===== src/cp0_pkg.sv =====
package cp0_pkg;

    // Plain vector types
    typedef logic [31:0] word_t;        // Data, PC or register word
    typedef logic [7:0]  cp0_addr_t;    // {rd, sel}
    typedef logic [18:0] vpn2_t;        // Address bits 31..13
    typedef logic [7:0]  asid_t;
    typedef logic [3:0]  tlb_index_t;
    typedef logic [25:0] entrylo_t;     // PFN 25..6, C 5..3, D 2, V 1, G 0
    typedef logic [4:0]  exc_code_t;

    typedef enum logic [4:0] {
        EXC_NONE,
        EXC_INT,
        EXC_ITLB_REFILL,
        EXC_ITLB_INVALID,
        EXC_DTLB_RD_REFILL,
        EXC_DTLB_RD_INVALID,
        EXC_DTLB_WR_REFILL,
        EXC_DTLB_WR_INVALID,
        EXC_DTLB_MODIFIED,
        EXC_ADEL,
        EXC_ADES,
        EXC_SYS,
        EXC_BP,
        EXC_RI,
        EXC_CPU,
        EXC_OV,
        EXC_TRAP
    } exc_type_t;

    // Register addresses
    localparam cp0_addr_t ADDR_INDEX    = 8'h00;
    localparam cp0_addr_t ADDR_ENTRYLO0 = 8'h10;
    localparam cp0_addr_t ADDR_ENTRYLO1 = 8'h18;
    localparam cp0_addr_t ADDR_BADVADDR = 8'h40;
    localparam cp0_addr_t ADDR_COUNT    = 8'h48;
    localparam cp0_addr_t ADDR_ENTRYHI  = 8'h50;
    localparam cp0_addr_t ADDR_COMPARE  = 8'h58;
    localparam cp0_addr_t ADDR_STATUS   = 8'h60;
    localparam cp0_addr_t ADDR_CAUSE    = 8'h68;
    localparam cp0_addr_t ADDR_EPC      = 8'h70;

    localparam int ENTRYLO_COUNT = 2;
    localparam cp0_addr_t ENTRYLO_ADDR [ENTRYLO_COUNT] = '{ADDR_ENTRYLO0, ADDR_ENTRYLO1};

    localparam exc_code_t EXC_CODE_NONE = 5'h1f;

    // Status fields
    localparam int STATUS_BEV_BIT = 22;
    localparam int STATUS_IM_HI   = 15;
    localparam int STATUS_IM_LO   = 8;
    localparam int STATUS_EXL_BIT = 1;
    localparam int STATUS_IE_BIT  = 0;

    // Cause fields
    localparam int CAUSE_BD_BIT  = 31;
    localparam int CAUSE_TI_BIT  = 30;
    localparam int CAUSE_IP_HI   = 15;
    localparam int CAUSE_IP_LO   = 8;
    localparam int CAUSE_EXC_HI  = 6;
    localparam int CAUSE_EXC_LO  = 2;

endpackage


===== src/cp0_write_decode.sv =====
`timescale 1ns/10ps

module cp0_write_decode import cp0_pkg::*; (
    input  cp0_addr_t                rd_sel,
    input  logic                     m1s_valid,
    input  logic                     inst_mtc0,
    input  logic                     inst_eret,
    input  logic                     ex,
    input  exc_type_t                exc_type,
    output logic                     wr_status,
    output logic                     wr_cause,
    output logic                     wr_count,
    output logic                     wr_compare,
    output logic                     wr_epc,
    output logic                     wr_entryhi,
    output logic                     wr_index,
    output logic [ENTRYLO_COUNT-1:0] entrylo_we,
    output logic                     eret_flush,
    output logic                     tlb_ex_fetch,
    output logic                     tlb_ex_data
);

    logic mtc0_we;

    // An exception in the same stage kills the write
    assign mtc0_we    = m1s_valid && inst_mtc0 && !ex;
    assign eret_flush = m1s_valid && inst_eret && !ex;

    assign wr_status  = mtc0_we && (rd_sel == ADDR_STATUS);
    assign wr_cause   = mtc0_we && (rd_sel == ADDR_CAUSE);
    assign wr_count   = mtc0_we && (rd_sel == ADDR_COUNT);
    assign wr_compare = mtc0_we && (rd_sel == ADDR_COMPARE);
    assign wr_epc     = mtc0_we && (rd_sel == ADDR_EPC);
    assign wr_entryhi = mtc0_we && (rd_sel == ADDR_ENTRYHI);
    assign wr_index   = mtc0_we && (rd_sel == ADDR_INDEX);

    always_comb begin
        for (int i = 0; i < ENTRYLO_COUNT; i++) begin
            entrylo_we[i] = mtc0_we && (rd_sel == ENTRYLO_ADDR[i]);
        end
    end

    // TLB exception class picks the VPN2 source in EntryHi
    assign tlb_ex_fetch = ex && (exc_type inside {EXC_ITLB_REFILL, EXC_ITLB_INVALID});
    assign tlb_ex_data  = ex && (exc_type inside {EXC_DTLB_RD_REFILL, EXC_DTLB_RD_INVALID,
                                                  EXC_DTLB_WR_REFILL, EXC_DTLB_WR_INVALID,
                                                  EXC_DTLB_MODIFIED});

    always_comb begin
        assert final ($onehot0(entrylo_we))
            else $error("Two EntryLo enables active");
        assert final (!(eret_flush && (wr_status || wr_cause || wr_count || wr_compare ||
                                       wr_epc || wr_entryhi || wr_index || (|entrylo_we))))
            else $error("eret flush together with a register write");
    end

endmodule


===== src/cp0_timer.sv =====
`timescale 1ns/10ps

module cp0_timer import cp0_pkg::*; (
    input  logic  clk,
    input  logic  reset,
    input  logic  wr_count,
    input  logic  wr_compare,
    input  word_t wr_data,
    output word_t count,
    output word_t compare,
    output logic  timer_int
);

    logic tick;    // Count steps at half the clock rate

    always_ff @(posedge clk) begin
        if (reset) begin
            tick    <= 1'b0;
            count   <= '0;
            compare <= '1;    // Far from Count after reset
        end else begin
            tick <= ~tick;
            if (wr_count) begin
                count <= wr_data;
            end else if (tick) begin
                count <= count + 32'd1;
            end
            if (wr_compare) begin
                compare <= wr_data;
            end
        end
    end

    always_ff @(posedge clk) begin
        if (reset) begin
            timer_int <= 1'b0;
        end else if (wr_compare) begin
            timer_int <= 1'b0;    // Acknowledge by rewriting Compare
        end else if (count == compare) begin
            timer_int <= 1'b1;
        end
    end

endmodule


===== src/cp0_exception_state.sv =====
`timescale 1ns/10ps

module cp0_exception_state import cp0_pkg::*; (
    input  logic       clk,
    input  logic       reset,
    input  logic       wr_status,
    input  logic       wr_cause,
    input  logic       wr_epc,
    input  word_t      wr_data,
    input  logic       ex,
    input  exc_type_t  exc_type,
    input  logic       bd,
    input  word_t      pc,
    input  logic       eret_flush,
    input  logic [5:0] ext_int,
    input  logic       timer_int,
    output word_t      status,
    output word_t      cause,
    output word_t      epc,
    output word_t      badvaddr
);

    logic       bev;
    logic [7:0] im;
    logic       exl;
    logic       ie;
    logic       cause_bd;
    logic [7:0] ip;
    exc_code_t  exc_code;

    function automatic exc_code_t map_exc_code(input exc_type_t t);
        case (t)
            EXC_INT:                               return 5'd0;
            EXC_ITLB_REFILL, EXC_ITLB_INVALID,
            EXC_DTLB_RD_REFILL, EXC_DTLB_RD_INVALID: return 5'd2;
            EXC_DTLB_WR_REFILL, EXC_DTLB_WR_INVALID: return 5'd3;
            EXC_DTLB_MODIFIED:                     return 5'd1;
            EXC_ADEL:                              return 5'd4;
            EXC_ADES:                              return 5'd5;
            EXC_SYS:                               return 5'd8;
            EXC_BP:                                return 5'd9;
            EXC_RI:                                return 5'd10;
            EXC_CPU:                               return 5'd11;
            EXC_OV:                                return 5'd12;
            EXC_TRAP:                              return 5'd13;
            default:                               return EXC_CODE_NONE;
        endcase
    endfunction

    always_ff @(posedge clk) begin
        if (reset) begin
            bev      <= 1'b1;
            im       <= '0;
            ie       <= 1'b0;
            exl      <= 1'b0;
            cause_bd <= 1'b0;
            ip       <= '0;
            exc_code <= EXC_CODE_NONE;
            epc      <= '0;
            badvaddr <= '0;
        end else begin
            if (wr_status) begin
                bev <= wr_data[STATUS_BEV_BIT];
                im  <= wr_data[STATUS_IM_HI:STATUS_IM_LO];
                ie  <= wr_data[STATUS_IE_BIT];
            end
            if (ex) begin
                exl <= 1'b1;
            end else if (eret_flush) begin
                exl <= 1'b0;
            end else if (wr_status) begin
                exl <= wr_data[STATUS_EXL_BIT];
            end
            // Nested exceptions keep the first return point
            if (ex && !exl) begin
                cause_bd <= bd;
                epc      <= bd ? pc - 32'd4 : pc;    // Point at the branch
            end else if (wr_epc) begin
                epc <= wr_data;
            end
            ip[7:2] <= {ext_int[5] | timer_int, ext_int[4:0]};
            if (wr_cause) begin
                ip[1:0] <= wr_data[CAUSE_IP_LO+1:CAUSE_IP_LO];    // Software interrupts
            end
            if (ex) begin
                exc_code <= map_exc_code(exc_type);
                case (exc_type)
                    EXC_ADES: badvaddr <= wr_data;
                    EXC_ADEL: badvaddr <= (pc[1:0] != 2'b00) ? pc : wr_data;
                    EXC_ITLB_REFILL, EXC_ITLB_INVALID: badvaddr <= pc;
                    EXC_DTLB_RD_REFILL, EXC_DTLB_RD_INVALID, EXC_DTLB_WR_REFILL,
                    EXC_DTLB_WR_INVALID, EXC_DTLB_MODIFIED: badvaddr <= wr_data;
                    default: ;
                endcase
            end
        end
    end

    always_comb begin
        status = '0;
        status[STATUS_BEV_BIT]            = bev;
        status[STATUS_IM_HI:STATUS_IM_LO] = im;
        status[STATUS_EXL_BIT]            = exl;
        status[STATUS_IE_BIT]             = ie;
        cause = '0;
        cause[CAUSE_BD_BIT]                = cause_bd;
        cause[CAUSE_TI_BIT]                = timer_int;
        cause[CAUSE_IP_HI:CAUSE_IP_LO]     = ip;
        cause[CAUSE_EXC_HI:CAUSE_EXC_LO]   = exc_code;
    end

    exl_after_ex: assert property (@(posedge clk) disable iff (reset) ex |=> exl)
        else $error("EXL not set after exception");

endmodule


===== src/cp0_entrylo.sv =====
`timescale 1ns/10ps

module cp0_entrylo import cp0_pkg::*; (
    input  logic     clk,
    input  logic     reset,
    input  logic     wr_en,
    input  entrylo_t wr_data,
    input  logic     tlbr,
    input  entrylo_t tlb_data,
    output entrylo_t entry
);

    // PFN, C, D, V and G kept in register layout
    always_ff @(posedge clk) begin
        if (reset) begin
            entry <= '0;
        end else if (wr_en) begin
            entry <= wr_data;    // mtc0 wins over tlbr
        end else if (tlbr) begin
            entry <= tlb_data;
        end
    end

endmodule


===== src/cp0_tlb_regs.sv =====
`timescale 1ns/10ps

module cp0_tlb_regs import cp0_pkg::*; (
    input  logic       clk,
    input  logic       reset,
    input  logic       wr_entryhi,
    input  logic       wr_index,
    input  word_t      wr_data,
    input  logic       tlbr,
    input  vpn2_t      tlb_vpn2,
    input  asid_t      tlb_asid,
    input  logic       tlbp,
    input  logic       tlb_found,
    input  tlb_index_t tlb_index,
    input  logic       tlb_ex_fetch,
    input  logic       tlb_ex_data,
    input  word_t      pc,
    output vpn2_t      entryhi_vpn2,
    output asid_t      entryhi_asid,
    output logic       index_p,
    output tlb_index_t index
);

    always_ff @(posedge clk) begin
        if (reset) begin
            entryhi_vpn2 <= '0;
            entryhi_asid <= '0;
        end else if (wr_entryhi) begin
            entryhi_vpn2 <= wr_data[31:13];
            entryhi_asid <= wr_data[7:0];
        end else if (tlbr) begin
            entryhi_vpn2 <= tlb_vpn2;
            entryhi_asid <= tlb_asid;
        end else if (tlb_ex_fetch) begin
            entryhi_vpn2 <= pc[31:13];    // Refill handler sees the faulting page
        end else if (tlb_ex_data) begin
            entryhi_vpn2 <= wr_data[31:13];
        end
    end

    // P is only changed by a probe
    always_ff @(posedge clk) begin
        if (reset) begin
            index_p <= 1'b0;
            index   <= '0;
        end else begin
            if (tlbp) begin
                index_p <= ~tlb_found;
            end
            if (wr_index) begin
                index <= wr_data[3:0];
            end else if (tlbp && tlb_found) begin
                index <= tlb_index;
            end
        end
    end

endmodule


===== src/cp0_read_mux.sv =====
`timescale 1ns/10ps

module cp0_read_mux import cp0_pkg::*; (
    input  cp0_addr_t  rd_sel,
    input  word_t      status,
    input  word_t      cause,
    input  word_t      epc,
    input  word_t      badvaddr,
    input  word_t      count,
    input  word_t      compare,
    input  vpn2_t      entryhi_vpn2,
    input  asid_t      entryhi_asid,
    input  logic       index_p,
    input  tlb_index_t index,
    input  entrylo_t   entrylo [ENTRYLO_COUNT],
    output word_t      cp0_data
);

    always_comb begin
        case (rd_sel)
            ADDR_STATUS:   cp0_data = status;
            ADDR_CAUSE:    cp0_data = cause;
            ADDR_EPC:      cp0_data = epc;
            ADDR_BADVADDR: cp0_data = badvaddr;
            ADDR_COUNT:    cp0_data = count;
            ADDR_COMPARE:  cp0_data = compare;
            ADDR_ENTRYHI:  cp0_data = {entryhi_vpn2, 5'b0, entryhi_asid};
            ADDR_INDEX:    cp0_data = {index_p, 27'b0, index};
            default:       cp0_data = '0;    // Unmapped reads as zero
        endcase
        // EntryLo addresses do not overlap the ones above
        for (int i = 0; i < ENTRYLO_COUNT; i++) begin
            if (rd_sel == ENTRYLO_ADDR[i]) begin
                cp0_data = {6'b0, entrylo[i]};
            end
        end
    end

endmodule


===== src/cp0_top.sv =====
`timescale 1ns/10ps

module cp0_top import cp0_pkg::*; (
    input  logic       clk,
    input  logic       reset,
    input  logic [4:0] m1s_mtc0_rd,
    input  logic [2:0] m1s_sel,
    input  logic       m1s_valid,
    input  logic       inst_mtc0,
    input  logic       inst_eret,
    input  logic       bd,
    input  logic       ex,
    input  word_t      alu_result,    // mtc0 data, also the faulting data address
    input  logic [5:0] ext_int,
    input  exc_type_t  exc_type,
    input  word_t      pc,
    input  logic       inst_tlbr,
    input  logic       inst_tlbp,
    input  logic       tlb_found,
    input  vpn2_t      tlb_vpn2_in,
    input  asid_t      tlb_asid_in,
    input  tlb_index_t tlb_index_in,
    input  entrylo_t   tlb_entrylo_in [ENTRYLO_COUNT],
    output word_t      cp0_data,
    output logic       eret_flush,
    output vpn2_t      tlb_vpn2,
    output asid_t      tlb_asid,
    output tlb_index_t tlb_index,
    output entrylo_t   tlb_entrylo [ENTRYLO_COUNT],
    output word_t      epc,
    output logic       status_ie,
    output logic       status_exl,
    output logic [7:0] status_im,
    output logic [7:0] cause_ip,
    output logic       cause_ti
);

    cp0_addr_t                rd_sel;
    logic                     wr_status, wr_cause, wr_count, wr_compare;
    logic                     wr_epc, wr_entryhi, wr_index;
    logic [ENTRYLO_COUNT-1:0] entrylo_we;
    logic                     tlb_ex_fetch, tlb_ex_data;
    word_t                    count, compare, status, cause, badvaddr;
    logic                     index_p;

    assign rd_sel = {m1s_mtc0_rd, m1s_sel};

    cp0_write_decode u_decode (.rd_sel, .m1s_valid, .inst_mtc0, .inst_eret, .ex, .exc_type,
        .wr_status, .wr_cause, .wr_count, .wr_compare, .wr_epc, .wr_entryhi, .wr_index,
        .entrylo_we, .eret_flush, .tlb_ex_fetch, .tlb_ex_data);

    cp0_timer u_timer (.clk, .reset, .wr_count, .wr_compare, .wr_data(alu_result),
        .count, .compare, .timer_int(cause_ti));

    cp0_exception_state u_exc (.clk, .reset, .wr_status, .wr_cause, .wr_epc,
        .wr_data(alu_result), .ex, .exc_type, .bd, .pc, .eret_flush, .ext_int,
        .timer_int(cause_ti), .status, .cause, .epc, .badvaddr);

    for (genvar i = 0; i < ENTRYLO_COUNT; i++) begin : g_entrylo
        cp0_entrylo u_entrylo (.clk, .reset, .wr_en(entrylo_we[i]),
            .wr_data(alu_result[25:0]), .tlbr(inst_tlbr), .tlb_data(tlb_entrylo_in[i]),
            .entry(tlb_entrylo[i]));
    end

    cp0_tlb_regs u_tlb (.clk, .reset, .wr_entryhi, .wr_index, .wr_data(alu_result),
        .tlbr(inst_tlbr), .tlb_vpn2(tlb_vpn2_in), .tlb_asid(tlb_asid_in),
        .tlbp(inst_tlbp), .tlb_found, .tlb_index(tlb_index_in), .tlb_ex_fetch,
        .tlb_ex_data, .pc, .entryhi_vpn2(tlb_vpn2), .entryhi_asid(tlb_asid),
        .index_p, .index(tlb_index));

    cp0_read_mux u_mux (.rd_sel, .status, .cause, .epc, .badvaddr, .count, .compare,
        .entryhi_vpn2(tlb_vpn2), .entryhi_asid(tlb_asid), .index_p, .index(tlb_index),
        .entrylo(tlb_entrylo), .cp0_data);

    assign status_ie  = status[STATUS_IE_BIT];
    assign status_exl = status[STATUS_EXL_BIT];
    assign status_im  = status[STATUS_IM_HI:STATUS_IM_LO];
    assign cause_ip   = cause[CAUSE_IP_HI:CAUSE_IP_LO];

endmodule


===== config.mk =====
export PLATFORM = sky130hd
export DESIGN_NAME = cp0_top
export DESIGN_NICKNAME = d
export VERILOG_FILES = /design/src/cp0_pkg.sv /design/src/cp0_write_decode.sv /design/src/cp0_timer.sv /design/src/cp0_exception_state.sv /design/src/cp0_entrylo.sv /design/src/cp0_tlb_regs.sv /design/src/cp0_read_mux.sv /design/src/cp0_top.sv
export SDC_FILE = /design/constraint.sdc
export NUM_CORES = 1
export LEC_CHECK = 0
export BUFFER_PORTS_ARGS = -buffer_cell sky130_fd_sc_hd__buf_2
export CAP_MARGIN = 20
export CORE_ASPECT_RATIO = 0.9
export CORE_MARGIN = 10
export CORE_UTILIZATION = 34
export DETAILED_ROUTE_END_ITERATION = 16
export PLACE_DENSITY_LB_ADDON = 0.12
export RECOVER_POWER = 50
export SLEW_MARGIN = 30
export SYNTH_ARGS = -nofsm -noshare
export SYNTH_HDL_FRONTEND = slang
export SYNTH_SLANG_ARGS = --single-unit
export TNS_END_PERCENT = 5

===== constraint.sdc =====
create_clock -name clk -period 3.4 [get_ports clk]
set_input_delay 0.51 -clock clk [delete_from_list [all_inputs] [get_ports clk]]
set_output_delay 0.51 -clock clk [all_outputs]
set_load 0.05 [all_outputs]

Word-level counts from Yosys, hierarchy flattened. Memory sizes are Yosys's and may differ from the RTL's. A register that Yosys moved wholly into a read port is not among the register bits. Cells that the tools add are included.

Add/sub/neg operators: 2. Reduce and logical (&&, ||, !) cells: 36. Multiplexer cells: 25. Bitwise logic cells: 3. Equal/unequal tests: 19.

Operators with widths (number): 2-to-1 mux 32 bit (8); one-hot mux 32 bit (8 select lines) (1); 2-to-1 mux 26 bit (4); one-hot mux 32 bit (3 select lines) (1); 2-to-1 mux 19 bit (4); == test 8 x 7 -> 1 bit (second input constant) (7); adder 32 x 1 -> 32 bit (second input constant) (1); == test 32 bit (1); subtractor 32 x 3 -> 32 bit (second input constant) (1); == test 5 x 3 -> 1 bit (second input constant) (4); logical AND 1 bit (17); == test 8 x 5 -> 1 bit (second input constant) (2); 2-to-1 mux 8 bit (2); nonzero test 2 bit (8); == test 5 x 4 -> 1 bit (second input constant) (3); == test 5 x 2 -> 1 bit (second input constant) (2); zero test 8 bit (1); 2-to-1 mux 4 bit (2); nonzero test 3 bit (2); OR reduction 6 bit (1); nonzero test 5 bit (1); nonzero test 4 bit (1); OR reduction 2 bit (2); 2-to-1 mux 1 bit (3); other kinds (4) (6).

Memories: 1. Output and inout bits: 167. Register bits: 234. ROM bits: 160. Bits of input ports: 176. Logic and storage cells: 105.

Memories: (name not given) (depth 32, width 5, read ports 1, clocked after memory_dff 1, write ports 0, RTL line cp0_exception_state.sv:32) `case (t)`.

Depth between registers and ports, before layout.
Depth after elaboration: 7. Depth in mapped cells: 9. Depth with buffers taken out: 7.

Modules after synthesis. A second synthesis with hierarchy kept.

Cells, all modules: 1764. Area total of the unflattened synthesis: 15721.3 µm².

By module, submodules not included: cp0_exception_state (area an instance 5113.7 µm², instances 1, cells each 576, seq. area each 1781.7 µm²); cp0_timer (area an instance 3548.4 µm², instances 1, cells each 385, seq. area each 1321.3 µm²); cp0_read_mux (area an instance 2630.0 µm², instances 1, cells each 358, seq. area each 0.0 µm²); cp0_entrylo (area an instance 1248.7 µm², instances 2, cells each 115, seq. area each 520.5 µm²); cp0_tlb_regs (area an instance 1709.1 µm², instances 1, cells each 191, seq. area each 640.6 µm²); cp0_write_decode (area an instance 222.7 µm², instances 1, cells each 24, seq. area each 0.0 µm²).

Worst setup path after synthesis. OpenSTA, ideal clock, no wires.

Path kind: input port to output port. From: input m1s_mtc0_rd[2]. To: output cp0_data[25]. Setup slack: -0.039 ns. Required time: 2.890 ns. Arrival time: 2.929 ns. Buffers on the path: 3. Stages: 6. Cells stage by stage: clkbuf_1 > nor4b_1 > clkbuf_1 > clkbuf_1 > a21oi_1 > o21ai_0.

Cells in the longest elaborated chain, start to end: 4. Elaborated cells between the ends (all ways): 13. Classes of those cells: 9 x eq/ne; 3 x mux; 1 x reduce/logical.

Ends and longest elaborated chain: start, declared (RTL line cp0_top.sv:6) `input logic [4:0] m1s_mtc0_rd,`; == test 8 x 7 -> 1 bit / zero test 8 bit (equally long branches) (RTL line cp0_read_mux.sv:20) `case (rd_sel)`; one-hot mux 32 bit (8 select lines) (RTL line cp0_read_mux.sv:20); 2-to-1 mux 32 bit (RTL line cp0_read_mux.sv:33) `if (rd_sel == ENTRYLO_ADDR[i]) begin`; 2-to-1 mux 32 bit (*) (RTL line cp0_read_mux.sv:33); end, declared (RTL line cp0_top.sv:24) `output word_t cp0_data,`.

Every way passes the cells marked *; elsewhere a longest branch is shown, timed or not.

Final worst setup path.
From: input m1s_mtc0_rd[2]. To: output cp0_data[9].

Same word-level chain as after synthesis.

==> results.cfg <==
[clock_network]
cts_buffers = 29
clockBufferDepth = 3
cts_resized = 0
htree_num_levels = 1
cts_num_sinks = 239
cts.clk_slew.worst_paths_ps = 60
cts_setup_buffers = 0
clk_latency_ps = 560
ctsHoldBuffers = 0
clock-root-buffer = clkbuf_16
cts_tree = built

[finish]
area_delta_synth_final_pct = 23.3
post-route-util_pct = 42.3
drive_above_1_share_pct = 18.1
fin_nets = 2091
stdcell_count = 2466

[drt]
routed_wl_um = 66000
top_layer = met5
wl_met2_um = 28400
drtAntennaViolNets = 0
vias = 14100
routedWlPerCell_um = 26.8
drt_iter0_drc = 1724
remaining_drc_errors = 0
drtPass1Iterations = 10
via_per_inst = 5.72
drt-met1-wl_um = 30900
wl_met3_um = 5750

[sta]
tightest_slew_ps = 3220
slew_viol_final = 172
period_share_pct = 93.9
rsz0062_at_grt = no
fin_setup_tns_ps = 0
setup_viol_count_final = 0
final.min_clock_period_ps = 3190
finalHoldViolCount = 0
max_freq_ghz = 0.313
skew_ps = 8.85
slew_headroom_pct = -115

[job]
max-cap-violations = 2

[global_route]
grt_max_degree = 133
overflow = 0
grt_pass1_wl_um = 95300
grtUsageTotal_pct = 26.0
antenna_found_initial = 5
grt_pass1_vias = 13400

[logic_synthesis]
yosysTopAreaCellShare_pct = 35.5
synth_top_flop_cell = dfxtp_1
synthCells = 1647
synth_cell_types = 75
syn_area_um2 = 13500
syn_area_per_cell_um2 = 8.19
yosysSeqAreaShare_pct = 35.5
yosysWarnings = 0
yosysTopAreaCell = dfxtp_1
synth-edff-count = 0
yosys_register_bits = 239
postSynthNetCount = 1829
synthTopCellsByArea = dfxtp_1 35%, mux2i_1 10%, xnor2_1 5.4%, a211oi_1 5.2%, nor2_1 4.8%
synthArstFlopShare_pct = 0

[status]
failed_checks = capacitance limit, slew limit
status = complete, but fails checks

[critical_path]
cp_max_fo = 25
cp.arrival_ps = 2680
r2r-end = u_timer.count[20]
worstReg2RegStart = u_timer.count[6]
crit_path_end_kind = primary output
r2r_cells = 5
cp-start-kind = input pin
critPathKind = input pin to primary output
r2r_slack_ps = 970
cp.required_ps = 2890
worstSetupStartpoint = m1s_mtc0_rd[2]

[placement]
dp_hpwl_um = 50000
dpl.cell_count = 2410
gp_congestion = 0.948
port_buffers = 342

[floorplan]
dieArea_um2 = 48100
io_pins = 343
coreArea_um2 = 39400
initial_core_util_pct = 34.3
dieWidth_um = 230
rows = 69
die_h_um = 209

[hold_path]
hp-start = ext_int[0]
hold_depth = 2
hold_end = u_exc.ip[2]
hold_class = input pin to register

[pwr]
power.density_nw_per_um2 = 462
p_total_uw = 7690
peakVddDrop_mv = 0.317
leakagePower_uw = 0.00625
==> metrics by stage <==
step	setup WS (ps)	hold WS [ps]	area, µm²
global route	168	142	16600
finish	208	146	16600
CTS	330	130	16800
detailed placement	350	459	15800
global placement	256	453	15800
floorplan	-26.3	437	13500
==> cell usage after synthesis (32+ instances only) <==
master    number
a211oi_1      94
nor3_1        35
a31oi_1       32
a22oi_1       51
nor2_1       172
clkbuf_1     125
dfxtp_1      239
xnor2_1       83
a21oi_1       82
nand3_1       41
mux2i_1      138
o21ai_0       91
nand2_1      169
==> metal layers <==
| metal | vias up | track usage, % |
|---|---|---|
| met3 | 56 | 5.58 |
| met2 | 647 | 38.3 |
| met4 | 4 | 4.69 |
| met5 | - | 0 |
| li1 | 6576 | - |
| met1 | 6813 | 38.3 |
==> power by group <==
group / leakage, µW / internal [µW] / switching, µW
Sequential: 0.00196 / 2930 / 151
Clock: 0.000487 / 1920 / 1340
Combinational: 0.00381 / 374 / 970
Total: 0.00625 / 5230 / 2460
==> cell families (layout without fill, tap and decap cells) <==
family | Yosys count | in the layout | share of synthesized area [%]
mux | 149 | 149 | 11.2
other cells | 0 | 2 | 0
fa+ha+maj | 6 | 6 | 0.556
buf+inv | 179 | 464 | 5.48
flops | 239 | 239 | 35.5
xor+xnor | 92 | 92 | 5.97
simple gates | 523 | 523 | 18.5
compound gates | 459 | 459 | 22.9
==> flip-flops by register name, indices dropped and copies added (netlist names) <==
| name | cells |
|---|---|
| u_tlb.entryhi_vpn2 | 19 |
| u_tlb.entryhi_asid | 8 |
| g_entrylo.u_entrylo.entry | 52 |
| u_timer.compare | 32 |
| u_timer.timer_int | 1 |
| u_exc.exc_code | 5 |
| u_timer.count | 32 |
| u_exc.epc | 32 |
| u_exc.ip | 8 |
| u_tlb.index_p | 1 |
| u_exc.ie | 1 |
| u_exc.badvaddr | 32 |
| u_tlb.index | 4 |
| u_exc.im | 8 |
| u_timer.tick | 1 |
| u_exc.exl | 1 |
| u_exc.bev | 1 |
| u_exc.cause_bd | 1 |
==> cells in the final DEF (no fill, tap or decap), types with 8 or more instances in the layout <==
cell	Yosys	final
dfxtp_1	239	239
buf_2	20	198
nor2_1	172	171
nand2_1	169	169
clkbuf_1	125	140
mux2i_1	138	138
a211oi_1	94	95
o21ai_0	91	90
xnor2_1	83	83
a21oi_1	82	82
a22oi_1	51	51
buf_4	11	46
nand3_1	41	39
nor3_1	35	34
a31oi_1	32	32
clkbuf_16	0	29
a222oi_1	20	20
o22ai_1	19	19
nand4_1	17	17
inv_1	13	14
nor2b_1	15	14
buf_12	0	14
or3_1	11	11
mux2_2	11	11
a22o_1	10	10
a221oi_1	9	9
o32ai_1	9	9
nor4_1	9	9
xor2_1	9	9
clkinv_2	0	8
==> worst max-delay path by stage <==
stage | end | depth (start not counted)
after detailed placement | cp0_data[9] | 8
after global placement | cp0_data[9] | 8
after floorplan | cp0_data[18] | 6
after global routing | cp0_data[7] | 7
final | cp0_data[9] | 8
after CTS | cp0_data[9] | 8
==> worst max-delay path, stage by stage <==
cell	delay [ps]
buf_2	400
and2_1	270
buf_12	200
a22o_1	230
a22oi_1	120
o32ai_1	550
buf_4	230
buf_12	130
==> final cells by class <==
class                   instances  area (µm²)
clock inverters                16         170
clock buffers                  38         820
diodes                          2        5.00
flip-flops and latches        239        4780
repair buffers                396        2140
inverters                      14        52.6
multi-input cells            1229        8010
fillers                      4225       22700
well taps                     532         666
(Power assumes the default switching activity.)
